[config.mk]
export PLATFORM = sky130hd
export DESIGN_NAME = muldiv_unit
export DESIGN_NICKNAME = d
export VERILOG_FILES = /design/src/common/isa_pkg.sv /design/src/common/alu_pkg.sv /design/src/alu/muldiv_unit.sv
export SDC_FILE = /design/constraint.sdc
export NUM_CORES = 2
export LEC_CHECK = 0
export ABC_AREA = 1
export CAP_MARGIN = 30
export CELL_PAD_IN_SITES_DETAIL_PLACEMENT = 1
export CELL_PAD_IN_SITES_GLOBAL_PLACEMENT = 1
export CORE_UTILIZATION = 49
export CTS_CLUSTER_DIAMETER = 80
export DETAILED_ROUTE_END_ITERATION = 10
export DONT_BUFFER_PORTS = 1
export PLACE_DENSITY = 0.84
export RECOVER_POWER = 100
export SLEW_MARGIN = 40
export SYNTH_ARGS = -nofsm -noshare
export SYNTH_HDL_FRONTEND = slang
export SYNTH_SLANG_ARGS = --single-unit
[constraint.sdc]
create_clock -name clk -period 0.9 [get_ports clk]
set_clock_uncertainty 0.1 [all_clocks]
set_input_delay 0.18 -clock clk [delete_from_list [all_inputs] [get_ports clk]]
set_output_delay 0.18 -clock clk [all_outputs]
set_load 0.005 [all_outputs]
[src/common/isa_pkg.sv]
`default_nettype none

package isa_pkg;

    typedef logic [5:0] opcode_t;   // Primary opcode, instr[31:26]
    typedef logic [5:0] funct_t;    // R-type function, instr[5:0]
    typedef logic [4:0] rt_field_t; // rt field, instr[20:16]

    // Primary opcodes
    localparam opcode_t OP_SPECIAL = 6'b000000;
    localparam opcode_t OP_REGIMM  = 6'b000001;
    localparam opcode_t OP_BEQ     = 6'b000100;
    localparam opcode_t OP_BNE     = 6'b000101;
    localparam opcode_t OP_BLEZ    = 6'b000110;
    localparam opcode_t OP_BGTZ    = 6'b000111;
    localparam opcode_t OP_ADDIU   = 6'b001001;
    localparam opcode_t OP_SLTI    = 6'b001010;
    localparam opcode_t OP_SLTIU   = 6'b001011;
    localparam opcode_t OP_ANDI    = 6'b001100;
    localparam opcode_t OP_ORI     = 6'b001101;
    localparam opcode_t OP_XORI    = 6'b001110;

    // SPECIAL function codes
    localparam funct_t FN_SLL   = 6'b000000;
    localparam funct_t FN_SRL   = 6'b000010;
    localparam funct_t FN_SRA   = 6'b000011;
    localparam funct_t FN_SLLV  = 6'b000100;
    localparam funct_t FN_SRLV  = 6'b000110;
    localparam funct_t FN_SRAV  = 6'b000111;
    localparam funct_t FN_JR    = 6'b001000;
    localparam funct_t FN_JALR  = 6'b001001;
    localparam funct_t FN_MFHI  = 6'b010000;
    localparam funct_t FN_MFLO  = 6'b010010;
    localparam funct_t FN_MULT  = 6'b011000;
    localparam funct_t FN_MULTU = 6'b011001;
    localparam funct_t FN_DIV   = 6'b011010;
    localparam funct_t FN_DIVU  = 6'b011011;
    localparam funct_t FN_ADDU  = 6'b100001;
    localparam funct_t FN_SUBU  = 6'b100011;
    localparam funct_t FN_AND   = 6'b100100;
    localparam funct_t FN_OR    = 6'b100101;
    localparam funct_t FN_XOR   = 6'b100110;
    localparam funct_t FN_SLT   = 6'b101010;
    localparam funct_t FN_SLTU  = 6'b101011;

    // REGIMM branch selects in rt
    localparam rt_field_t RT_BLTZ   = 5'b00000;
    localparam rt_field_t RT_BGEZ   = 5'b00001;
    localparam rt_field_t RT_BLTZAL = 5'b10000;
    localparam rt_field_t RT_BGEZAL = 5'b10001;

endpackage

`default_nettype wire

[src/common/alu_pkg.sv]
`default_nettype none

package alu_pkg;

    typedef logic [31:0] word_t;  // Register-width operand
    typedef logic [4:0]  shamt_t; // Shift amount

    // Encoding kept compatible with the older single-module ALU
    typedef enum logic [4:0] {
        ALU_AND     = 5'b00000,
        ALU_OR      = 5'b00001,
        ALU_XOR     = 5'b00010,
        ALU_ADDU    = 5'b00011,
        ALU_SUBU    = 5'b00100,
        ALU_SLTU    = 5'b00101,
        ALU_SLT     = 5'b00110,
        ALU_MULTU   = 5'b00111,
        ALU_MULT    = 5'b01000,
        ALU_SLL     = 5'b01001,
        ALU_SLLV    = 5'b01010,
        ALU_SRA     = 5'b01011,
        ALU_SRL     = 5'b01100,
        ALU_SRAV    = 5'b01101,
        ALU_SRLV    = 5'b01110,
        ALU_DIV     = 5'b01111,
        ALU_DIVU    = 5'b10000,
        ALU_MFHI    = 5'b10001,
        ALU_MFLO    = 5'b10010,
        ALU_BLTZ    = 5'b10011,
        ALU_BGTZ    = 5'b10100,
        ALU_BGEZ    = 5'b10101,
        ALU_BNE     = 5'b10110,
        ALU_BLEZ    = 5'b10111,
        ALU_JR      = 5'b11000,
        ALU_ILLEGAL = 5'b11111
    } alu_op_t;

    typedef enum logic [1:0] {
        SHIFT_LL = 2'b00, // Left logical
        SHIFT_RL = 2'b01, // Right logical
        SHIFT_RA = 2'b10  // Right arithmetic
    } shift_kind_t;

    typedef struct packed {
        logic               valid;    // Qualifies the HI/LO write
        isa_pkg::opcode_t   opcode;
        isa_pkg::funct_t    funct;
        isa_pkg::rt_field_t rt_field;
        shamt_t             shamt;
        word_t              a;        // rs value
        word_t              b;        // rt value or extended immediate
    } ex_in_t;

    typedef struct packed {
        word_t result;
        logic  zero;
        logic  illegal;
    } ex_out_t;

    typedef struct packed {
        word_t hi;
        word_t lo;
    } hilo_t;

endpackage

`default_nettype wire

[src/alu/muldiv_unit.sv]
`timescale 1ns/1ps
`default_nettype none

module muldiv_unit (
    input  logic             clk,
    input  logic             arst_n,
    input  logic             valid,
    input  alu_pkg::alu_op_t alu_op,
    input  alu_pkg::word_t   a,
    input  alu_pkg::word_t   b,
    output alu_pkg::hilo_t   hilo
);

    logic           is_mul;
    logic           is_div;
    logic           is_signed;
    logic           neg_a;
    logic           neg_b;
    logic           div_zero;
    logic           hilo_we;
    alu_pkg::word_t mag_a;
    alu_pkg::word_t mag_b;
    alu_pkg::word_t divisor;
    alu_pkg::word_t quot_mag;
    alu_pkg::word_t rem_mag;
    logic [63:0]    prod_mag;
    logic [63:0]    product;
    alu_pkg::hilo_t hilo_next;
    alu_pkg::hilo_t hilo_q;

    assign is_mul    = (alu_op == alu_pkg::ALU_MULT) || (alu_op == alu_pkg::ALU_MULTU);
    assign is_div    = (alu_op == alu_pkg::ALU_DIV)  || (alu_op == alu_pkg::ALU_DIVU);
    assign is_signed = (alu_op == alu_pkg::ALU_MULT) || (alu_op == alu_pkg::ALU_DIV);

    // Magnitudes, 0x80000000 stays 2^31 as unsigned
    assign neg_a = is_signed && a[31];
    assign neg_b = is_signed && b[31];
    assign mag_a = neg_a ? -a : a;
    assign mag_b = neg_b ? -b : b;

    assign prod_mag = {32'b0, mag_a} * {32'b0, mag_b};
    assign product  = (neg_a ^ neg_b) ? -prod_mag : prod_mag;

    // Divisor forced to 1 on zero so the unused quotient stays defined
    assign div_zero = (b == '0);
    assign divisor  = div_zero ? 32'd1 : mag_b;
    assign quot_mag = mag_a / divisor;
    assign rem_mag  = mag_a % divisor;

    // Quotient truncates toward zero, remainder follows the dividend
    always_comb begin
        if (is_div) begin
            hilo_next.hi = neg_a ? -rem_mag : rem_mag;
            hilo_next.lo = (neg_a ^ neg_b) ? -quot_mag : quot_mag;
        end else begin
            hilo_next.hi = product[63:32];
            hilo_next.lo = product[31:0];
        end
    end

    assign hilo_we = valid && (is_mul || (is_div && !div_zero));

    always_ff @(posedge clk or negedge arst_n) begin
        if (!arst_n) begin
            hilo_q <= '0;
        end else if (hilo_we) begin
            hilo_q <= hilo_next;
        end
    end

    assign hilo = hilo_q; // Same-cycle mfhi/mflo sees the old value

endmodule

`default_nettype wire

==> metrics.csv, run 1 <==
metric;value;unit
die_h;381;um
placementRows;138;
ys_types;82;
io-pin-count;136;
initial_utilization;49.6;%
place_hpwl;413000;um
failed_stage;3_5_place_dp;
ys_ff_latch;64;
run_status;stopped before the end;
die_w;381;um
yosysWarnings;0;
syn_inst;10700;
error;[ERROR DPL-0033] detailed placement checks failed during check placement.;
synth_edf_count;0;
yosys.area.top_type;fa_1;
dominantRegCellSynth;dfrtp_1;
ys_async_sr_fraction;100;%
post_synth.cell_area_avg;6.60;sq um
synth.net_count;12400;
ys_top_cells_by_area;fa_1, nand2_1, ha_1;
routabilityCongestion;1.06;
synth_top_area_share;25.5;%
syn-cell-area;0.0704;sq mm
seq_area_frac_synth;2.28;%
port-buffer-count;0;
## through the flow
step | hold slack [ns] | instances
after floorplan | -0.216 | 10700
after global placement | -0.207 | 15100
## synth_stat cells, types with 114 or more instances
master,count
a21oi_1,687
nor3_1,114
nand3_1,489
xnor2_1,138
nor2_1,765
inv_1,2048
nand2_1,2800
clkbuf_1,210
fa_1,897
ha_1,797
o21ai_0,331
xor2_1,319
## cell families after synthesis
| family | share of synthesized area, % |
|---|---|
| AND/OR/NAND/NOR | 27.4 |
| buffers and inverters | 13.3 |
| adder cells (fa/ha/maj) | 39.7 |
| AO/OA/AOI/OAI | 11.6 |
| XOR/XNOR | 5.69 |
| flip-flops | 2.28 |
| multiplexers | 0.0285 |
==> inputs of run 2 (changes only) <==
- CELL_PAD_IN_SITES_DETAIL_PLACEMENT: 1 -> default
- CELL_PAD_IN_SITES_GLOBAL_PLACEMENT: 1 -> default
- CORE_UTILIZATION: 49 -> 40
- CTS_CLUSTER_DIAMETER: 80 -> default
- PLACE_DENSITY: 0.84 -> default
- PLACE_DENSITY_LB_ADDON: default -> 0.15
==> metrics.csv, run 2 <==
metric;value;unit;change
run_status;finished, violations left;;
violations;negative hold slack, negative setup slack;;
grt_start_max_net_pins;65;;
initial_utilization;40.4;%;-9.2 points
dominantRegCellSynth;dfrtp_1;;
slowest_stage;ha_1;;
path_common_cell;nand2_2;;
leakage;0.0578;uW;
grt-ovfl-total;0;;
max_clock_freq;0.0163;GHz;
syn-cell-area;0.0704;sq mm;unchanged
io-pin-count;136;;unchanged
htreeDepth;3;;
power;369000;uW;
min_period;61.48;ns;
crit_buf_inv;103;;
drtIter0Drc;5543;;
grt_pass1_vias;83800;;
die_w;421;um;+11%
setup_viol;128;;
detailedPlace.worstSlack;-63.42;ns;
dp_cells;15600;;
met1_usage;42.6;%;
rsz0062_at_grt;yes;;
grt_pass1_wl;478000;um;
synth_top_area_share;25.5;%;unchanged
cts_made_buffers;9;;
critPathTopFamily;simple AND/OR/NAND/NOR gates;;
final_cells;16200;;
cp-start-kind;input pin;;
synth.net_count;12400;;unchanged
layout-drive-gt1-share;37.0;%;
slew_headroom;38.7;%;
final_common_cell;buf_4;;
ys_async_sr_fraction;100;%;unchanged
ctsRootBufferMaster;clkbuf_16;;
netlist_top_cells_count;nand2_1, inv_1, fa_1;;
drt-wirelength-per-cell;19.8;um;
worst_setup_path_end_kind;register;;
fin_util;61.5;%;
antenna_found_initial;9;;
drt-vias-per-instance;5.18;;
cts_buffer_depth;2;;
drc_errors;0;;
fp.coreArea;0.174;sq mm;
ys_top_cells_by_area;fa_1, nand2_1, ha_1;;
ir_drop;0.00532;V;
clk_pin_slew;0.07;ns;
holdWs;-0.610;ns;
worst_pin_slew;0.919;ns;
die_h;421;um;+11%
final_cell_mix;buf_4, nand2_1, inv_1, fa_1, nor2_1;;
yosysWarnings;0;;unchanged
finalHoldViolations;64;;
port-buffer-count;0;;unchanged
cap_violations;0;;
post_synth.cell_area_avg;6.60;sq um;unchanged
drt_pass1_iterations;6;;
synth_edf_count;0;;unchanged
cts_tree;built;;
grt-busiest-layer;met2;;
dr_total_vias;83700;;
yosys.area.top_type;fa_1;;
powerDensity;3440;mW/mm^2;
required;1.11;ns;
placementRows;153;;+11%
synth_most_common_cell;nand2_1;;
final_nets;15600;;
timing.final.ws_setup;-60.58;ns;
largest_reg_flops;64;;
seq_area_frac_synth;2.28;%;unchanged
insertion_delay;0.37;ns;
met3_usage;4.69;%;
totalWireLength;320000;um;
syn_inst;10700;;unchanged
critPathMaxStageDelay;0.39;ns;
ys_ff_latch;64;;unchanged
routabilityCongestion;1.00;;-6.0%
place_hpwl;249000;um;-40%
grt_usage;34.7;%;
slew_violations;0;;
die_area;0.178;sq mm;
min_period_over_period;6830;%;
hold_path_class;in -> async;;
ant_nets;0;;
clock-sinks;64;;
crit_path_max_fanout;8;;
crit_type;in -> reg;;
worstPathArrival;61.68;ns;
met2_usage;58.2;%;
syn2layout_area_growth;52.4;%;
ys_types;82;;unchanged
fill_cells;15700;;
-- run 2: cell counts after synthesis --
Identical to the previous run, type by type.
-- run 2: cell families after synthesis --
| family | after synthesis | synth area share (%) |
|---|---|---|
| simple gates | 4569 | 27.4 |
| flops | 64 | 2.28 |
| xor+xnor | 457 | 5.69 |
| fa+ha+maj | 1694 | 39.7 |
| mux | 2 | 0.0285 |
| buf+inv | 2428 | 13.3 |
| compound gates | 1440 | 11.6 |
-- run 2: layout make-up --
type | instances | area [sq um] | area share (%)
tap | 2325 | 2910 | 2.71
inverter | 2107 | 8030 | 7.48
clock inverter | 7 | 103 | 0.0957
sequential | 64 | 1630 | 1.52
antenna | 6 | 15.0 | 0.0140
clock buffer | 9 | 225 | 0.210
timing repair buffer | 3487 | 27300 | 25.4
multi-input combinational | 8165 | 67100 | 62.5
-- run 2: through the flow --
step,hold WS (ns),area [sq um],TNS [ns]
3_5_place_dp,-0.213,96300,-3977.58
2_1_floorplan,-0.216,72400,-3605.92
5_1_grt,-0.611,107000,-4082.89
4_1_cts,-0.617,102000,-3800.66
3_3_place_gp,-0.213,96300,-3909.52
6_report,-0.610,107000,-3824.53
-- run 2: worst paths after layout --
path | depth (start not counted) | end | from | slack (ns)
max in group asynchronous | 0 | hilo[29] | arst_n | 1.08
min in group clk | 5 | hilo[0] | b[0] | 0.24
hold reg to reg | 2 | hilo[59] | hilo[59] | 0.42
hold / removal | 0 | hilo[58] | arst_n | -0.61
setup / recovery | 521 | hilo[63] | alu_op[3] | -60.58
setup reg to reg | 2 | hilo[8] | hilo[8] | 0
-- run 2: metal layers --
| metal | vias to the layer above | share of wire [%] | wire (um) |
|---|---|---|---|
| met3 | 888 | 6.7 | 21400 |
| met5 | - | 0.016 | 50 |
| met4 | 8 | 7.1 | 22700 |
| met2 | 2900 | 46 | 148000 |
| li1 | 39600 | - | - |
| met1 | 40300 | 40 | 128000 |
-- run 2: power by group --
part / internal [uW] / switching [uW]
clock network: 2460 / 1820
logic: 172000 / 186000
registers: 4360 / 1910
-- run 2: repair_timing --
item                       CTS  global route
cloned                       8             2
gates resized for setup    512           982
hold endpoints to repair    64            64
pin swaps                  331           777
setup buffers              371           188
setup endpoints to repair  128           128
Power figures use the tool's default switching activity.
