`config.mk`:
```
export PLATFORM = sky130hd
export DESIGN_NAME = shifter
export DESIGN_NICKNAME = d
export VERILOG_FILES = /design/src/common/isa_pkg.sv /design/src/common/alu_pkg.sv /design/src/alu/shifter.sv
export SDC_FILE = /design/constraint.sdc
export NUM_CORES = 1
export LEC_CHECK = 0
export BUFFER_PORTS_ARGS = -buffer_cell sky130_fd_sc_hd__buf_2
export CAP_MARGIN = 30
export CORE_MARGIN = 2
export CORE_UTILIZATION = 52
export DETAILED_ROUTE_END_ITERATION = 16
export GPL_TIMING_DRIVEN = 0
export PLACE_DENSITY_LB_ADDON = 0.15
export SYNTH_ARGS = -nofsm -noshare
export SYNTH_HDL_FRONTEND = slang
export SYNTH_SLANG_ARGS = --single-unit
```
`constraint.sdc`:
```
create_clock -name vclk -period 2.4
set_clock_uncertainty 0.15 [all_clocks]
set_input_delay 0.12 -clock vclk [all_inputs]
set_output_delay 0.12 -clock vclk [all_outputs]
set_load 0.01 [all_outputs]
```
`src/common/isa_pkg.sv`:
```
`default_nettype none

package isa_pkg;

    typedef logic [5:0] opcode_t;   // Primary opcode, instr[31:26]
    typedef logic [5:0] funct_t;    // R-type function, instr[5:0]
    typedef logic [4:0] rt_field_t; // rt field, instr[20:16]

    // Primary opcodes
    localparam opcode_t OP_SPECIAL = 6'b000000;
    localparam opcode_t OP_REGIMM  = 6'b000001;
    localparam opcode_t OP_BEQ     = 6'b000100;
    localparam opcode_t OP_BNE     = 6'b000101;
    localparam opcode_t OP_BLEZ    = 6'b000110;
    localparam opcode_t OP_BGTZ    = 6'b000111;
    localparam opcode_t OP_ADDIU   = 6'b001001;
    localparam opcode_t OP_SLTI    = 6'b001010;
    localparam opcode_t OP_SLTIU   = 6'b001011;
    localparam opcode_t OP_ANDI    = 6'b001100;
    localparam opcode_t OP_ORI     = 6'b001101;
    localparam opcode_t OP_XORI    = 6'b001110;

    // SPECIAL function codes
    localparam funct_t FN_SLL   = 6'b000000;
    localparam funct_t FN_SRL   = 6'b000010;
    localparam funct_t FN_SRA   = 6'b000011;
    localparam funct_t FN_SLLV  = 6'b000100;
    localparam funct_t FN_SRLV  = 6'b000110;
    localparam funct_t FN_SRAV  = 6'b000111;
    localparam funct_t FN_JR    = 6'b001000;
    localparam funct_t FN_JALR  = 6'b001001;
    localparam funct_t FN_MFHI  = 6'b010000;
    localparam funct_t FN_MFLO  = 6'b010010;
    localparam funct_t FN_MULT  = 6'b011000;
    localparam funct_t FN_MULTU = 6'b011001;
    localparam funct_t FN_DIV   = 6'b011010;
    localparam funct_t FN_DIVU  = 6'b011011;
    localparam funct_t FN_ADDU  = 6'b100001;
    localparam funct_t FN_SUBU  = 6'b100011;
    localparam funct_t FN_AND   = 6'b100100;
    localparam funct_t FN_OR    = 6'b100101;
    localparam funct_t FN_XOR   = 6'b100110;
    localparam funct_t FN_SLT   = 6'b101010;
    localparam funct_t FN_SLTU  = 6'b101011;

    // REGIMM branch selects in rt
    localparam rt_field_t RT_BLTZ   = 5'b00000;
    localparam rt_field_t RT_BGEZ   = 5'b00001;
    localparam rt_field_t RT_BLTZAL = 5'b10000;
    localparam rt_field_t RT_BGEZAL = 5'b10001;

endpackage

`default_nettype wire

```
`src/common/alu_pkg.sv`:
```
`default_nettype none

package alu_pkg;

    typedef logic [31:0] word_t;  // Register-width operand
    typedef logic [4:0]  shamt_t; // Shift amount

    // Encoding kept compatible with the older single-module ALU
    typedef enum logic [4:0] {
        ALU_AND     = 5'b00000,
        ALU_OR      = 5'b00001,
        ALU_XOR     = 5'b00010,
        ALU_ADDU    = 5'b00011,
        ALU_SUBU    = 5'b00100,
        ALU_SLTU    = 5'b00101,
        ALU_SLT     = 5'b00110,
        ALU_MULTU   = 5'b00111,
        ALU_MULT    = 5'b01000,
        ALU_SLL     = 5'b01001,
        ALU_SLLV    = 5'b01010,
        ALU_SRA     = 5'b01011,
        ALU_SRL     = 5'b01100,
        ALU_SRAV    = 5'b01101,
        ALU_SRLV    = 5'b01110,
        ALU_DIV     = 5'b01111,
        ALU_DIVU    = 5'b10000,
        ALU_MFHI    = 5'b10001,
        ALU_MFLO    = 5'b10010,
        ALU_BLTZ    = 5'b10011,
        ALU_BGTZ    = 5'b10100,
        ALU_BGEZ    = 5'b10101,
        ALU_BNE     = 5'b10110,
        ALU_BLEZ    = 5'b10111,
        ALU_JR      = 5'b11000,
        ALU_ILLEGAL = 5'b11111
    } alu_op_t;

    typedef enum logic [1:0] {
        SHIFT_LL = 2'b00, // Left logical
        SHIFT_RL = 2'b01, // Right logical
        SHIFT_RA = 2'b10  // Right arithmetic
    } shift_kind_t;

    typedef struct packed {
        logic               valid;    // Qualifies the HI/LO write
        isa_pkg::opcode_t   opcode;
        isa_pkg::funct_t    funct;
        isa_pkg::rt_field_t rt_field;
        shamt_t             shamt;
        word_t              a;        // rs value
        word_t              b;        // rt value or extended immediate
    } ex_in_t;

    typedef struct packed {
        word_t result;
        logic  zero;
        logic  illegal;
    } ex_out_t;

    typedef struct packed {
        word_t hi;
        word_t lo;
    } hilo_t;

endpackage

`default_nettype wire

```
`src/alu/shifter.sv`:
```
`timescale 1ns/1ps
`default_nettype none

module shifter (
    input  alu_pkg::word_t       value,
    input  alu_pkg::shift_kind_t shift_kind,
    input  alu_pkg::shamt_t      shift_amount,
    output alu_pkg::word_t       shifted
);

    alu_pkg::word_t stage [0:5];
    alu_pkg::word_t value_rev;
    alu_pkg::word_t stage_rev;
    logic           left;
    logic           fill;

    assign left = (shift_kind == alu_pkg::SHIFT_LL);
    assign fill = (shift_kind == alu_pkg::SHIFT_RA) && value[31]; // Sign fill for SRA

    // Left shifts run through the right-shift network on reversed bits
    for (genvar i = 0; i < 32; i++) begin : g_rev
        assign value_rev[i] = value[31 - i];
        assign stage_rev[i] = stage[5][31 - i];
    end

    assign stage[0] = left ? value_rev : value;

    // One stage per amount bit, shifting by 1, 2, 4, 8, 16
    for (genvar i = 0; i < 5; i++) begin : g_stage
        localparam int STEP = 1 << i;

        assign stage[i + 1] = shift_amount[i] ?
                              {{STEP{fill}}, stage[i][31:STEP]} : stage[i];
    end

    assign shifted = left ? stage_rev : stage[5];

endmodule

`default_nettype wire

```
==> After elaboration in Yosys (flattened, before gate mapping) <==
Index checks and enable logic that the tools add are counted.
{ "totals": {"reg_bits": 0, "input_bits": 39, "output_inout_bits": 32, "elab_cells": 10} }
{ "classes": {"eq_ne": 1, "mux": 7, "n_reduce_logical": 2} }
{ "ops": {"columns": ["cell", "count"], "rows": [
  ["32-bit 2-to-1 mux", 7],
  ["2-bit == test (second input constant)", 1],
  ["2-bit zero test", 1],
  ["1-bit logical AND", 1]
]} }

==> Longest topological paths before layout <==
Gate-level depths: netlist of the first run.
{ "depth": {"ltp_word": 8, "ltp_mapped": 9, "ltp_nobuf": 6} }

==> Worst setup path after synthesis of the first run <==
No wires, ideal clock.
{ "synth_path": {"path_kind": "input to output", "from": "input port shift_kind[1]", "to": "output port shifted[29]", "t_arrival_ns": 2.279, "t_required_ns": 2.130, "setup_slack_ns": -0.149, "path_stages": 7, "n_path_buf": 1, "cell_sequence": "nor2_2 > buf_6 > mux4_2 > mux4_2 > and2_1 > nor4_2 > mux2i_1"} }
{ "synth_between": {"elab_chain_cells": 8, "elab_cells_between_ends": 10, "classes_between": "1 x eq/ne; 7 x mux; 2 x reduce/logical"} }
{ "synth_lines": {"columns": ["item", "line_no", "text"], "rows": [
  ["start: declaration", "shifter.sv:6", "input alu_pkg::shift_kind_t shift_kind,"],
  ["2-bit zero test or 2-bit == test (tied branches)", "shifter.sv:17, shifter.sv:18", null],
  ["32-bit 2-to-1 mux or 1-bit logical AND (tied branches)", "shifter.sv:26, shifter.sv:18", null],
  ["32-bit 2-to-1 mux (5 in a row)", "shifter.sv:32", "assign stage[i + 1] = shift_amount[i] ?"],
  ["32-bit 2-to-1 mux (*)", "shifter.sv:36", "assign shifted = left ? stage_rev : stage[5];"],
  ["end: declaration", "shifter.sv:8", "output alu_pkg::word_t shifted"]
]} }
Every way passes the cells marked *; elsewhere a longest branch is shown, timed or not.

==> Worst setup path in the final report of the first run <==
{ "layout_path": {"from": "input port shift_kind[0]", "to": "output port shifted[29]"} }
The elaborated chain is that of the path after synthesis.

==> metrics.cfg, run 1 <==
[layout]
area_delta_synth_final_pct = 44.76
final_nets = 504
num-clock-buffers = 0
design.seq.count = 0
instances_no_fill = 533
insertedDiodeCount = 0
seqCellArea_um2 = 0
layout-drive-gt1-share_pct = 51.40

[yosys]
syn-num-nets = 396
synth.area.top_cells = mux4_2 29%, mux2i_1 8.8%, nand2_1 6.1%
syn_inst = 357
synth_cell_types = 56
yosys_warnings = 0
synth_seq_area_share_pct = 0
synth.most_common_cell = nand2_1
yosysTopAreaCellShare_pct = 29.22
postSynthAreaPerCell_um2 = 7.987
synth_top_area_cell = mux4_2
syn_area_um2 = 2851
netlist_top_cells_count = 46 x nand2_1, 37 x mux4_2, 34 x nor2_1

[floorplanning]
row_count = 26
die_area_um2 = 6092
die_h_um = 78.05
dieWidth_um = 78.05
initial_utilization_pct = 54.78
core_area_um2 = 5205
ios = 71

[worst_setup_path]
startpoint = shift_kind[0]
cp.arrival_ps = 2470
critical_path_required_ps = 2130
cp_max_fo = 6
critPathKind = primary input to output port
worstPathCellList = buf_8, buf_6, nor2_4, buf_12, buf_8, mux4_2, a22oi_2, a21oi_2, nor4_4, mux2i_1, buf_2
crit_path_max_incr_delay_ps = 580
setup.worst_path.end_class = output port
start_kind = primary input
cp_common_cell = buf_8
cpMaxStageDelayCell = mux4_2

[global_route]
grt_pass1_vias = 3801
grt_max_degree = 11
grt_usage_pct = 40.34
gr-total-overflow = 0
antenna_found_initial = 0
grt_pass1_wl_mm = 19.69

[min_path]
min_from = shift_amount[3]
min_path_type = primary input to output port
whs_path_depth = 5

[route]
dr.pass1.iters = 5
wl_per_cell_um = 25.01
finalWirelength_mm = 13.33
route.antenna.remaining_nets = 0
drc = 0
drt_iter0_markers = 697
via_per_inst = 7.927
num_vias = 4225

[sta]
worstMarginPinSlew_ps = 759.0
hold_violations = 0
fmax_mhz = 365.5
worst_slack_ps = -336.1
setup_viol = 32
fin_crit_ps = 2736
slew_headroom_pct = 49.40
min_period_over_period_pct = 114.0
maxSlewViolCount = 0
setup_tns_ps = -7517
rsz0062_at_grt = yes

[clocking]
ctsHoldBuffers = 0

[placed_design]
dpl.hpwl_mm = 9.234
io_buffers = 70
place_inst = 497
gp_congestion = 1.146
pre_cts_ws_ps = -758.2

[pwr]
p_leak_nw = 1.615
peakVddDrop_mv = 0.1914
power_density_nw_per_um2 = 287.3

[job]
maxCapViolCount = 0

[status]
outcome = finished, violations left
violations = setup timing

## cells by family (layout without fill, tap and decap cells)
kind of cell | Yosys count | count (layout) | synth area share (%)
AO/OA/AOI/OAI | 130 | 130 | 31.68
multiplexers | 70 | 70 | 43.26
buffers and inverters | 42 | 148 | 6.625
AND/OR/NAND/NOR | 115 | 115 | 18.43
## metal layers
metal	track usage, %	vias to the layer above	share of wire, %
li1	-	1686	-
met2	63.71	505	44
met3	5.862	133	13
met4	26.84	0	8.9
met1	51.44	1901	34
met5	0	-	0
## worst max-delay path: cells and delay by family
kind,cells,cell delay [ps]
and+or+nand+nor,2,520
muxes,2,700
AOI/OAI and AO/OA,2,460
buffers and inverters,5,650
## report_power, final
group | switching, mW | internal, mW | total [mW]
Sequential | 0 | 0 | 0
Combinational | 0.658 | 0.528 | 1.19
Clock | 0 | 0 | 0
Total | 0.658 | 0.528 | 1.19
## placed cells by master (no fill, tap or decap), types with 5 or more instances in the layout
cell,netlist,final
nand2_1,46,44
o21ai_1,0,8
a21oi_1,19,13
a21oi_2,0,5
buf_6,2,14
mux2i_1,25,16
buf_2,4,72
nor2_1,34,33
a22oi_2,0,11
clkbuf_1,22,15
o211ai_1,5,5
a211oi_1,9,5
o22ai_2,0,5
inv_1,6,6
buf_4,0,26
a22oi_1,17,6
mux2i_4,0,5
o31ai_1,6,6
o21ai_0,20,12
clkbuf_2,0,5
o22ai_1,12,5
nor3_1,7,5
mux4_2,37,40
## worst paths after layout
| kind | end | slack, ps |
|---|---|---|
| worst max-delay path | shifted[29] | -340 |
| worst min-delay path | shifted[26] | 750 |
## timing repair
action,4_1_cts,5_1_grt
pin swaps,26,17
buffers inserted,26,12
gates resized for setup,88,50
setup endpoints to repair,32,32
## final cells by class
type	instances	area, µm²
Fill cell	326	1077
Tap cell	70	87.58
Multi-Input combinational cell	315	3104
Inverter	9	33.78
Timing Repair Buffer	107	699.4
Buffer	32	202.7
## metrics by stage
stage | util (%) | area, µm² | power, mW | hold slack, ps
floorplan | - | 2860 | 0.5768 | 333.2
global placement | 63.37 | 3298 | 0.8531 | 685.2
detailed placement | 63.37 | 3298 | 0.8594 | 682.6
CTS | 73.70 | 3836 | 1.025 | 715.7
global route | 79.30 | 4128 | 1.226 | 814.5
finish | 79.30 | 4128 | 1.186 | 753.4
Power figures use the tool's default switching activity.
==> run 2, diff against run 1 <==
Settings changed: CELL_PAD_IN_SITES_DETAIL_PLACEMENT from default to 0, CELL_PAD_IN_SITES_GLOBAL_PLACEMENT from default to 2, CORE_UTILIZATION 52 to 29.
==> metrics.cfg, run 2 (same netlist as run 1, synthesis figures left out) <==
[status]
outcome = finished, violations left
violations = setup timing

[worst_setup_path]
cpMaxStageDelayCell = mux4_2
setup.worst_path.end_class = output port
critPathKind = primary input to output port
start_kind = primary input
cp_common_cell = mux4_2
cp.arrival_ps = 2410
worstPathCellList = buf_8, or2_1, buf_6, buf_12, mux4_2, mux4_2, a32o_2, nor3_4, a22oi_1, buf_2
critical_path_required_ps = 2130
crit_path_max_incr_delay_ps = 470
cp_max_fo = 7

[floorplanning]
core_area_um2 = 9639
die_h_um = 103.2
dieWidth_um = 103.2
row_count = 36
ios = 71
die_area_um2 = 10640
initial_utilization_pct = 29.58

[sta]
rsz0062_at_grt = yes
worst_slack_ps = -282.8
slew_headroom_pct = 50.20
min_period_over_period_pct = 111.8
maxSlewViolCount = 0
fmax_mhz = 372.7
fin_crit_ps = 2683
worstMarginPinSlew_ps = 744.2
hold_violations = 0
setup_viol = 32

[global_route]
grt_use_met3_pct = 1.220
gr-total-overflow = 0
grt.busiest_layer = met2
grt_use_met2_pct = 47.20
grt_pass1_vias = 3666
grt_max_degree = 11
antenna_found_initial = 0
grt_usage_pct = 27.16
grt_pass1_wl_mm = 21.82
met1_usage_pct = 36.56

[route]
drc = 0
via_per_inst = 6.308
drt_iter0_markers = 244
dr.pass1.iters = 5
finalWirelength_mm = 14.47
num_vias = 3753
route.antenna.remaining_nets = 0
wl_per_cell_um = 24.31

[placed_design]
gp_congestion = 0.9507
pre_cts_ws_ps = -702.5
dpl.hpwl_mm = 11.46
io_buffers = 70

[pwr]
p_int_mw = 0.5293
swShare_pct = 55.24
peakVddDrop_mv = 0.1001
pwr-share-comb_pct = 100.0
power_density_nw_per_um2 = 278.9
seqPwrFrac_pct = 0
power.switching_mw = 0.6533
p_leak_nw = 1.608
clkPwrFrac_pct = 0

[clocking]
ctsHoldBuffers = 0

[min_path]
min_path_type = primary input to output port

[layout]
layout-drive-gt1-share_pct = 54.98
fill_cells = 1035
final_common_cell = buf_2
num-clock-buffers = 0
final_nets = 503
final_core_util_pct = 43.99
design.seq.count = 0
most-common-layout-cells = 72 x buf_2, 43 x nand2_1, 41 x mux4_2, 28 x nor2_1, 27 x buf_4
seqCellArea_um2 = 0
area_delta_synth_final_pct = 48.71
insertedDiodeCount = 0

[job]
maxCapViolCount = 0

run 2: cell count changes in the layout (fill, tap and decap cells not counted), moves of 3 or more:
cell,change
buf_6,-4
nor2_2,+5
nor2_1,-5
a21oi_2,+3
run 2: worst paths after layout:
path / depth (start not counted) / startpoint / slack [ps] / end
worst min-delay path: 6 / shift_amount[3] / 730 / shifted[29]
worst max-delay path: 10 / shift_kind[1] / -280 / shifted[5]
run 2: layer usage:
metal	vias to the layer above	wire (µm)	part of all wire, %
met5	-	0	0
met4	0	431	3.0
met3	28	835	5.8
met2	172	7167	50
met1	1868	6031	42
li1	1685	-	-
run 2: area by class of cell:
class / instances / area [µm²] / share of cell area, %
multi-input cells: 315 / 3143 / 74.12
well taps: 133 / 166.4 / 3.924
repair buffers: 106 / 699.4 / 16.49
plain buffers: 32 / 197.7 / 4.662
inverters: 9 / 33.78 / 0.7967
run 2: worst max-delay path: cells and delay by family:
| kind | cells | cell delay [ps] |
|---|---|---|
| AOI/OAI and AO/OA | 2 | 360 |
| and+or+nand+nor | 2 | 420 |
| buffers and inverters | 4 | 570 |
| muxes | 2 | 930 |
run 2: timing repair:
action	4_1_cts	5_1_grt
pin swaps	19	21
gates resized for setup	92	62
setup endpoints to repair	32	32
cloned	0	0
buffers inserted	19	19
run 2: metrics by stage:
step	power [mW]	instance area, µm²	std cells	hold slack [ps]	setup TNS (ps)
after floorplan	0.5768	2860	357	333.2	0
after global placement	0.8979	3377	560	746.2	-15540
after detailed placement	0.8982	3377	560	752.5	-15840
after CTS	1.052	3872	578	771.8	-5419
after global routing	1.255	4240	595	782.2	-7590
final	1.183	4240	595	732.1	-5312
run 2: power groups by stage:
stage / registers, mW / logic, mW / clock network [mW]
2_1_floorplan: 0 / 0.577 / 0
3_3_place_gp: 0 / 0.898 / 0
3_5_place_dp: 0 / 0.898 / 0
4_1_cts: 0 / 1.05 / 0
5_1_grt: 0 / 1.26 / 0
6_report: 0 / 1.18 / 0
