## src/common/isa_pkg.sv

```systemverilog
`default_nettype none

package isa_pkg;

    typedef logic [5:0] opcode_t;   // Primary opcode, instr[31:26]
    typedef logic [5:0] funct_t;    // R-type function, instr[5:0]
    typedef logic [4:0] rt_field_t; // rt field, instr[20:16]

    // Primary opcodes
    localparam opcode_t OP_SPECIAL = 6'b000000;
    localparam opcode_t OP_REGIMM  = 6'b000001;
    localparam opcode_t OP_BEQ     = 6'b000100;
    localparam opcode_t OP_BNE     = 6'b000101;
    localparam opcode_t OP_BLEZ    = 6'b000110;
    localparam opcode_t OP_BGTZ    = 6'b000111;
    localparam opcode_t OP_ADDIU   = 6'b001001;
    localparam opcode_t OP_SLTI    = 6'b001010;
    localparam opcode_t OP_SLTIU   = 6'b001011;
    localparam opcode_t OP_ANDI    = 6'b001100;
    localparam opcode_t OP_ORI     = 6'b001101;
    localparam opcode_t OP_XORI    = 6'b001110;

    // SPECIAL function codes
    localparam funct_t FN_SLL   = 6'b000000;
    localparam funct_t FN_SRL   = 6'b000010;
    localparam funct_t FN_SRA   = 6'b000011;
    localparam funct_t FN_SLLV  = 6'b000100;
    localparam funct_t FN_SRLV  = 6'b000110;
    localparam funct_t FN_SRAV  = 6'b000111;
    localparam funct_t FN_JR    = 6'b001000;
    localparam funct_t FN_JALR  = 6'b001001;
    localparam funct_t FN_MFHI  = 6'b010000;
    localparam funct_t FN_MFLO  = 6'b010010;
    localparam funct_t FN_MULT  = 6'b011000;
    localparam funct_t FN_MULTU = 6'b011001;
    localparam funct_t FN_DIV   = 6'b011010;
    localparam funct_t FN_DIVU  = 6'b011011;
    localparam funct_t FN_ADDU  = 6'b100001;
    localparam funct_t FN_SUBU  = 6'b100011;
    localparam funct_t FN_AND   = 6'b100100;
    localparam funct_t FN_OR    = 6'b100101;
    localparam funct_t FN_XOR   = 6'b100110;
    localparam funct_t FN_SLT   = 6'b101010;
    localparam funct_t FN_SLTU  = 6'b101011;

    // REGIMM branch selects in rt
    localparam rt_field_t RT_BLTZ   = 5'b00000;
    localparam rt_field_t RT_BGEZ   = 5'b00001;
    localparam rt_field_t RT_BLTZAL = 5'b10000;
    localparam rt_field_t RT_BGEZAL = 5'b10001;

endpackage

`default_nettype wire

```

## src/common/alu_pkg.sv

```systemverilog
`default_nettype none

package alu_pkg;

    typedef logic [31:0] word_t;  // Register-width operand
    typedef logic [4:0]  shamt_t; // Shift amount

    // Encoding kept compatible with the older single-module ALU
    typedef enum logic [4:0] {
        ALU_AND     = 5'b00000,
        ALU_OR      = 5'b00001,
        ALU_XOR     = 5'b00010,
        ALU_ADDU    = 5'b00011,
        ALU_SUBU    = 5'b00100,
        ALU_SLTU    = 5'b00101,
        ALU_SLT     = 5'b00110,
        ALU_MULTU   = 5'b00111,
        ALU_MULT    = 5'b01000,
        ALU_SLL     = 5'b01001,
        ALU_SLLV    = 5'b01010,
        ALU_SRA     = 5'b01011,
        ALU_SRL     = 5'b01100,
        ALU_SRAV    = 5'b01101,
        ALU_SRLV    = 5'b01110,
        ALU_DIV     = 5'b01111,
        ALU_DIVU    = 5'b10000,
        ALU_MFHI    = 5'b10001,
        ALU_MFLO    = 5'b10010,
        ALU_BLTZ    = 5'b10011,
        ALU_BGTZ    = 5'b10100,
        ALU_BGEZ    = 5'b10101,
        ALU_BNE     = 5'b10110,
        ALU_BLEZ    = 5'b10111,
        ALU_JR      = 5'b11000,
        ALU_ILLEGAL = 5'b11111
    } alu_op_t;

    typedef enum logic [1:0] {
        SHIFT_LL = 2'b00, // Left logical
        SHIFT_RL = 2'b01, // Right logical
        SHIFT_RA = 2'b10  // Right arithmetic
    } shift_kind_t;

    typedef struct packed {
        logic               valid;    // Qualifies the HI/LO write
        isa_pkg::opcode_t   opcode;
        isa_pkg::funct_t    funct;
        isa_pkg::rt_field_t rt_field;
        shamt_t             shamt;
        word_t              a;        // rs value
        word_t              b;        // rt value or extended immediate
    } ex_in_t;

    typedef struct packed {
        word_t result;
        logic  zero;
        logic  illegal;
    } ex_out_t;

    typedef struct packed {
        word_t hi;
        word_t lo;
    } hilo_t;

endpackage

`default_nettype wire

```

## src/design/alu_decoder.sv

```systemverilog
`timescale 1ns/1ps
`default_nettype none

module alu_decoder (
    input  isa_pkg::opcode_t   opcode,
    input  isa_pkg::funct_t    funct,
    input  isa_pkg::rt_field_t rt_field,
    output alu_pkg::alu_op_t   alu_op
);

    alu_pkg::alu_op_t special_op;
    alu_pkg::alu_op_t regimm_op;

    // R-type ops selected by funct
    always_comb begin
        case (funct)
            isa_pkg::FN_SLL:   special_op = alu_pkg::ALU_SLL;
            isa_pkg::FN_SRL:   special_op = alu_pkg::ALU_SRL;
            isa_pkg::FN_SRA:   special_op = alu_pkg::ALU_SRA;
            isa_pkg::FN_SLLV:  special_op = alu_pkg::ALU_SLLV;
            isa_pkg::FN_SRLV:  special_op = alu_pkg::ALU_SRLV;
            isa_pkg::FN_SRAV:  special_op = alu_pkg::ALU_SRAV;
            isa_pkg::FN_JR:    special_op = alu_pkg::ALU_JR;
            isa_pkg::FN_JALR:  special_op = alu_pkg::ALU_JR;    // Link handled upstream
            isa_pkg::FN_MFHI:  special_op = alu_pkg::ALU_MFHI;
            isa_pkg::FN_MFLO:  special_op = alu_pkg::ALU_MFLO;
            isa_pkg::FN_MULT:  special_op = alu_pkg::ALU_MULT;
            isa_pkg::FN_MULTU: special_op = alu_pkg::ALU_MULTU;
            isa_pkg::FN_DIV:   special_op = alu_pkg::ALU_DIV;
            isa_pkg::FN_DIVU:  special_op = alu_pkg::ALU_DIVU;
            isa_pkg::FN_ADDU:  special_op = alu_pkg::ALU_ADDU;
            isa_pkg::FN_SUBU:  special_op = alu_pkg::ALU_SUBU;
            isa_pkg::FN_AND:   special_op = alu_pkg::ALU_AND;
            isa_pkg::FN_OR:    special_op = alu_pkg::ALU_OR;
            isa_pkg::FN_XOR:   special_op = alu_pkg::ALU_XOR;
            isa_pkg::FN_SLT:   special_op = alu_pkg::ALU_SLT;
            isa_pkg::FN_SLTU:  special_op = alu_pkg::ALU_SLTU;
            default:           special_op = alu_pkg::ALU_ILLEGAL; // ADD, SUB, MTHI...
        endcase
    end

    // REGIMM branches selected by rt, link forms share the condition
    always_comb begin
        case (rt_field)
            isa_pkg::RT_BLTZ,
            isa_pkg::RT_BLTZAL: regimm_op = alu_pkg::ALU_BLTZ;
            isa_pkg::RT_BGEZ,
            isa_pkg::RT_BGEZAL: regimm_op = alu_pkg::ALU_BGEZ;
            default:            regimm_op = alu_pkg::ALU_ILLEGAL;
        endcase
    end

    always_comb begin
        case (opcode)
            isa_pkg::OP_SPECIAL: alu_op = special_op;
            isa_pkg::OP_REGIMM:  alu_op = regimm_op;
            isa_pkg::OP_BEQ:     alu_op = alu_pkg::ALU_SUBU; // Zero flags equality
            isa_pkg::OP_BNE:     alu_op = alu_pkg::ALU_BNE;
            isa_pkg::OP_BLEZ:    alu_op = alu_pkg::ALU_BLEZ;
            isa_pkg::OP_BGTZ:    alu_op = alu_pkg::ALU_BGTZ;
            isa_pkg::OP_ADDIU:   alu_op = alu_pkg::ALU_ADDU;
            isa_pkg::OP_SLTI:    alu_op = alu_pkg::ALU_SLT;
            isa_pkg::OP_SLTIU:   alu_op = alu_pkg::ALU_SLTU;
            isa_pkg::OP_ANDI:    alu_op = alu_pkg::ALU_AND;
            isa_pkg::OP_ORI:     alu_op = alu_pkg::ALU_OR;
            isa_pkg::OP_XORI:    alu_op = alu_pkg::ALU_XOR;
            default:             alu_op = alu_pkg::ALU_ILLEGAL;
        endcase
    end

endmodule

`default_nettype wire

```

## config.mk

```make
export PLATFORM = sky130hd
export DESIGN_NAME = alu_decoder
export DESIGN_NICKNAME = d
export VERILOG_FILES = /design/src/common/isa_pkg.sv /design/src/common/alu_pkg.sv /design/src/design/alu_decoder.sv
export SDC_FILE = /design/constraint.sdc
export NUM_CORES = 1
export LEC_CHECK = 0
export ABC_AREA = 1
export BUFFER_PORTS_ARGS = -buffer_cell sky130_fd_sc_hd__buf_2
export CORE_MARGIN = 2
export CORE_UTILIZATION = 49
export DETAILED_ROUTE_END_ITERATION = 12
export PLACE_DENSITY = 0.81
export SYNTH_ARGS = -nofsm -noshare
export SYNTH_HDL_FRONTEND = slang
export SYNTH_SLANG_ARGS = --single-unit
```

## constraint.sdc

```tcl
create_clock -name vclk -period 1.4
set_input_delay 0.28 -clock vclk [all_inputs]
set_output_delay 0.28 -clock vclk [all_outputs]
set_load 0.03 [all_outputs]
```

# After elaboration in Yosys (flattened, before gate mapping)
# Memories as Yosys holds them, arrays and structs flattened.
# Cells that the tools add are included.
# totals
regBits	0
rom_bits	320
input_bits	17
output_inout_bits	5
elab_cells	21
n_memories	1
# memory_table
memory	words	word_bits	read_ports	rd_clocked_by_memory_dff	wr	line_no	rtl
(name not given)	64	5	1	0	0	alu_decoder.sv:16	case (funct)
# classes
eq_ne	14
muxes	2
n_reduce_logical	4
# op_table
cell	count
$pmux W5 S12	1
$eq A6 B4 Y1 const B	6
$eq A6 B3 Y1 const B	4
$eq A5 B5 Y1 const B	2
$pmux W4 S2	1
$eq A6 B1 Y1 const B	1
$logic_not A6 Y1	1
$eq A5 B1 Y1 const B	1
$logic_not A5 Y1	1
$reduce_or A2 Y1	2

# Longest topological paths before layout
# depth
depth_word	4
depth_mapped	9
ltp_nobuf	9

# Worst setup path before layout
# No wires, ideal clock.
# synth_timing
path_type	input-to-output
start	input port funct[0]
end	output port alu_op[2]
t_arrival_ps	1257
setup_slack_ps	-137
stages	8
n_path_buf	0
cell_sequence	inv_1 ha_1 o21ai_0 nand2_1 nand2_1 nand3_1 nand2_1 nand3_1
# synth_via
elab_chain_cells	2
# synth_lines
item	line_no	rtl
start: declaration	alu_decoder.sv:6	input isa_pkg::funct_t funct,
$mem_v2 Z64 W5	n/a	
$pmux W5 S12	alu_decoder.sv:54	case (opcode)
end: declaration	alu_decoder.sv:8	output alu_pkg::alu_op_t alu_op
# No other way between the ends.

# Worst setup path after layout
# layout_timing
start	input port funct[0]
end	output port alu_op[0]
# Same word-level chain as after synthesis.

==> metrics.txt <==
# TYPE chip_impl_metric gauge
chip_impl_metric{name="number_of_standard_cells_after_synthesis",unit=""} 136
chip_impl_info{name="crit_path_kind",value="input pin to output port"} 1
chip_impl_metric{name="power.leakage",unit="nW"} 0.5452
chip_impl_metric{name="finalCritPeriodShare",unit=""} 1.223
chip_impl_metric{name="num-fill-cells",unit=""} 80
chip_impl_metric{name="reg_area",unit="um2"} 0
chip_impl_metric{name="avgRoutedWirePerCell",unit="um"} 11.93
chip_impl_metric{name="routed-via-count",unit=""} 1037
chip_impl_info{name="crit_path_end",value="alu_op[0]"} 1
chip_impl_metric{name="final_max_slew_viol_count",unit=""} 0
chip_impl_metric{name="yosys_warnings",unit=""} 0
chip_impl_metric{name="die_w",unit="um"} 40.34
chip_impl_metric{name="globalplace.congestion",unit=""} 0.7964
chip_impl_metric{name="final_layout_size_suffix_gt1_frac",unit=""} 0.4114
chip_impl_metric{name="antenna_left",unit=""} 0
chip_impl_metric{name="floorplan.initialDensity",unit=""} 0.5099
chip_impl_info{name="unrepaired_setup_endpoints_after_global_routing",value="true"} 1
chip_impl_metric{name="dp_hpwl",unit="um"} 1577
chip_impl_metric{name="postSynthNetCount",unit=""} 158
chip_impl_metric{name="wirelength",unit="um"} 2266
chip_impl_metric{name="top_level_ports",unit=""} 22
chip_impl_metric{name="number_of_nets_in_the_final_layout",unit=""} 199
chip_impl_metric{name="worst_ep_required_time",unit="ns"} 1.12
chip_impl_metric{name="reg_power_frac",unit=""} 0
chip_impl_metric{name="power-per-cell-area",unit="nW/um2"} 287.4
chip_impl_metric{name="maxSlewHeadroom",unit=""} 0.7883
chip_impl_info{name="worstHoldPathType",value="input pin to output port"} 1
chip_impl_metric{name="met2_wire_length",unit="um"} 1149
chip_impl_info{name="cp-startpoint",value="funct[0]"} 1
chip_impl_metric{name="final-hold-violation-count",unit=""} 0
chip_impl_metric{name="switching_share",unit=""} 0.5614
chip_impl_metric{name="maxClockFrequency",unit="GHz"} 0.5839
chip_impl_metric{name="number_of_antenna_violations_at_the_first_check_in_global_routing",unit=""} 0
chip_impl_metric{name="floorplan.rows",unit=""} 13
chip_impl_metric{name="drtPass1Iterations",unit=""} 5
chip_impl_metric{name="area_growth",unit="%"} 65.38
chip_impl_info{name="master_of_the_slowest_instance_on_the_critical_path",value="sky130_fd_sc_hd__ha_4"} 1
chip_impl_metric{name="seq_area_frac_synth",unit=""} 0
chip_impl_metric{name="layout.clock_buffers",unit=""} 0
chip_impl_metric{name="grt_pass1_vias",unit=""} 848
chip_impl_metric{name="peakVddDrop",unit="uV"} 187.0
chip_impl_metric{name="finish.utilization",unit=""} 0.8432
chip_impl_metric{name="mappedNetlistArea",unit="um2"} 646.9
chip_impl_metric{name="crit_path_max_fanout",unit=""} 4
chip_impl_metric{name="amount_of_wire_on_met3_after_detailed_routing",unit="um"} 131
chip_impl_metric{name="grt_pass1_wl",unit="um"} 3374
chip_impl_info{name="run_status",value="finished, violations left"} 1
chip_impl_metric{name="finalWorstSetupSlack",unit="ns"} -0.3127
chip_impl_metric{name="drv_cap",unit=""} 0
chip_impl_info{name="highest_signal_layer",value="met4"} 1
chip_impl_metric{name="post_synth_num_cell_types",unit=""} 19
chip_impl_metric{name="setup_viol",unit=""} 5
chip_impl_metric{name="layout.sequential_cells",unit=""} 0
chip_impl_info{name="worstSetupEndpointType",value="output port"} 1
chip_impl_metric{name="detailedRoute.firstIterationViolations",unit=""} 44
chip_impl_metric{name="final_global_route_overflow_total",unit=""} 0
chip_impl_metric{name="detail_route.wirelength.met1",unit="um"} 973
chip_impl_info{name="crit_path_start_kind",value="input pin"} 1
chip_impl_metric{name="port_buffers",unit=""} 21
chip_impl_metric{name="p_clk_frac",unit=""} 0
chip_impl_metric{name="avgSynthCellArea",unit="um2"} 4.756
chip_impl_metric{name="worst_hold_slack",unit="ns"} 1.004
chip_impl_metric{name="power.internal",unit="W"} 0.0001348
chip_impl_metric{name="dieHeight",unit="um"} 40.34
chip_impl_metric{name="fp.coreArea",unit="um2"} 1269
chip_impl_metric{name="diodes",unit=""} 0
chip_impl_metric{name="grt_start_max_net_pins",unit=""} 13
chip_impl_metric{name="tightestPinTransition",unit="ns"} 0.3164
chip_impl_info{name="failing_checks",value="negative setup slack"} 1
chip_impl_info{name="crit_path_cell_trace",value="buf_8 -> clkinvlp_4 -> ha_4 -> nor2_1 -> nand2_1 -> o21ai_1 -> nor2_1 -> nand2_1 -> nand2_4 -> buf_6"} 1
chip_impl_metric{name="critical_path_arrival",unit="ns"} 1.43
chip_impl_metric{name="ctsHoldBuffers",unit=""} 0
chip_impl_metric{name="power_frac_comb",unit=""} 1.000
chip_impl_metric{name="critical-path-max-stage-delay",unit="ns"} 0.25
chip_impl_metric{name="gr-usage-all-layers",unit=""} 0.2896
chip_impl_metric{name="fin_crit",unit="ns"} 1.713
chip_impl_metric{name="drc",unit=""} 0
chip_impl_metric{name="multiInputGateArea",unit="um2"} 654.4
chip_impl_metric{name="route.detailed.vias_per_inst",unit=""} 5.458
chip_impl_metric{name="power.net_switching",unit="W"} 0.0001726
chip_impl_metric{name="area_of_the_die",unit="um2"} 1627
-- placed cells by master, fill, tap and decap left out, drive strengths merged --
cell type,Yosys,final
nand2,45,45
buf,2,42
nor2,24,24
nand3,24,24
inv,18,16
o21ai,7,7
ha,5,5
clkinvlp,0,2
nand3b,2,2
o211ai,2,2
a21oi,2,2
nand4,2,2
clkinv,1,1
nor3,1,1
-- power groups by stage --
stage	Combinational [W]	Clock, W	Sequential, W
2_1_floorplan	0.000147	0	0
3_3_place_gp	0.000248	0	0
3_5_place_dp	0.000254	0	0
4_1_cts	0.000282	0	0
5_1_grt	0.000330	0	0
6_report	0.000307	0	0
-- worst min-delay path by stage --
stage,from,to,slack [ns],cells past startpoint
2_1_floorplan,funct[4],alu_op[0],0.81,4
3_3_place_gp,rt_field[1],alu_op[3],1.02,4
3_5_place_dp,rt_field[1],alu_op[3],1.03,4
4_1_cts,rt_field[1],alu_op[3],1.03,4
5_1_grt,rt_field[1],alu_op[3],1.03,4
6_report,rt_field[1],alu_op[3],1.00,4
-- per-stage QoR --
| stage | setup TNS (ns) | std cells | instance area [um2] | worst slack, ns | power [W] |
|---|---|---|---|---|---|
| floorplan | -0.06555 | 136 | 691.9 | -0.02295 | 0.0001468 |
| global placement | -1.473 | 189 | 948.4 | -0.3287 | 0.0002476 |
| detailed placement | -1.678 | 189 | 948.4 | -0.3740 | 0.0002541 |
| CTS | -1.178 | 190 | 1025 | -0.2753 | 0.0002820 |
| global route | -1.592 | 190 | 1070 | -0.3593 | 0.0003303 |
| finish | -1.310 | 190 | 1070 | -0.3127 | 0.0003075 |
-- final cells by class --
type                       instances  area share
tap                               15     0.01754
multi-input combinational        114      0.6117
timing repair buffer              42      0.2971
inverter                          19     0.07368
-- Yosys cell counts --
cell type	instances	area, um2
sky130_fd_sc_hd__buf_2	1	5.000
sky130_fd_sc_hd__nand3_1	24	120.1
sky130_fd_sc_hd__clkinv_1	1	3.750
sky130_fd_sc_hd__nand2_1	43	161.4
sky130_fd_sc_hd__o211ai_1	2	15.01
sky130_fd_sc_hd__ha_1	5	62.56
sky130_fd_sc_hd__nor2_2	5	31.28
sky130_fd_sc_hd__buf_4	1	7.510
sky130_fd_sc_hd__nor2_1	19	71.32
sky130_fd_sc_hd__inv_2	4	15.01
sky130_fd_sc_hd__nand3b_1	2	15.01
sky130_fd_sc_hd__nor3_1	1	5.000
sky130_fd_sc_hd__inv_1	14	52.55
sky130_fd_sc_hd__nand4_1	1	6.260
sky130_fd_sc_hd__o21ai_0	7	35.03
sky130_fd_sc_hd__nand2_2	2	12.51
sky130_fd_sc_hd__clkbuf_2	1	5.000
sky130_fd_sc_hd__a21oi_1	2	10.01
sky130_fd_sc_hd__nand4_2	1	12.51
-- routing by layer --
metal  global-route usage  vias to the layer above
met5                    0                        -
met4              0.05000                        0
met3              0.01111                        4
met2               0.5238                       60
met1               0.3766                      460
li1                     -                      513
-- worst max-delay path, delay by kind of cell --
family / cells / cell delay [ns]
compound gates: 1 / 0.17
fa+ha+maj: 1 / 0.25
buf+inv: 3 / 0.35
simple gates: 5 / 0.39
-- repair_timing --
action	in CTS	in global routing
gates cloned	0	0
pin swaps	11	9
endpoints found under the hold margin	0	0
endpoints found under the setup margin	5	5
resized for setup	22	13
setup buffers	1	0
-- cells by family (layout without fill, tap and decap cells) --
kind of cell | Yosys count | count (layout) | share of synthesized area
and+or+nand+nor | 98 | 98 | 0.6731
buffers and inverters | 22 | 61 | 0.1373
AOI/OAI and AO/OA | 11 | 11 | 0.09283
adders and majority gates | 5 | 5 | 0.09671
(Power assumes the default switching activity.)
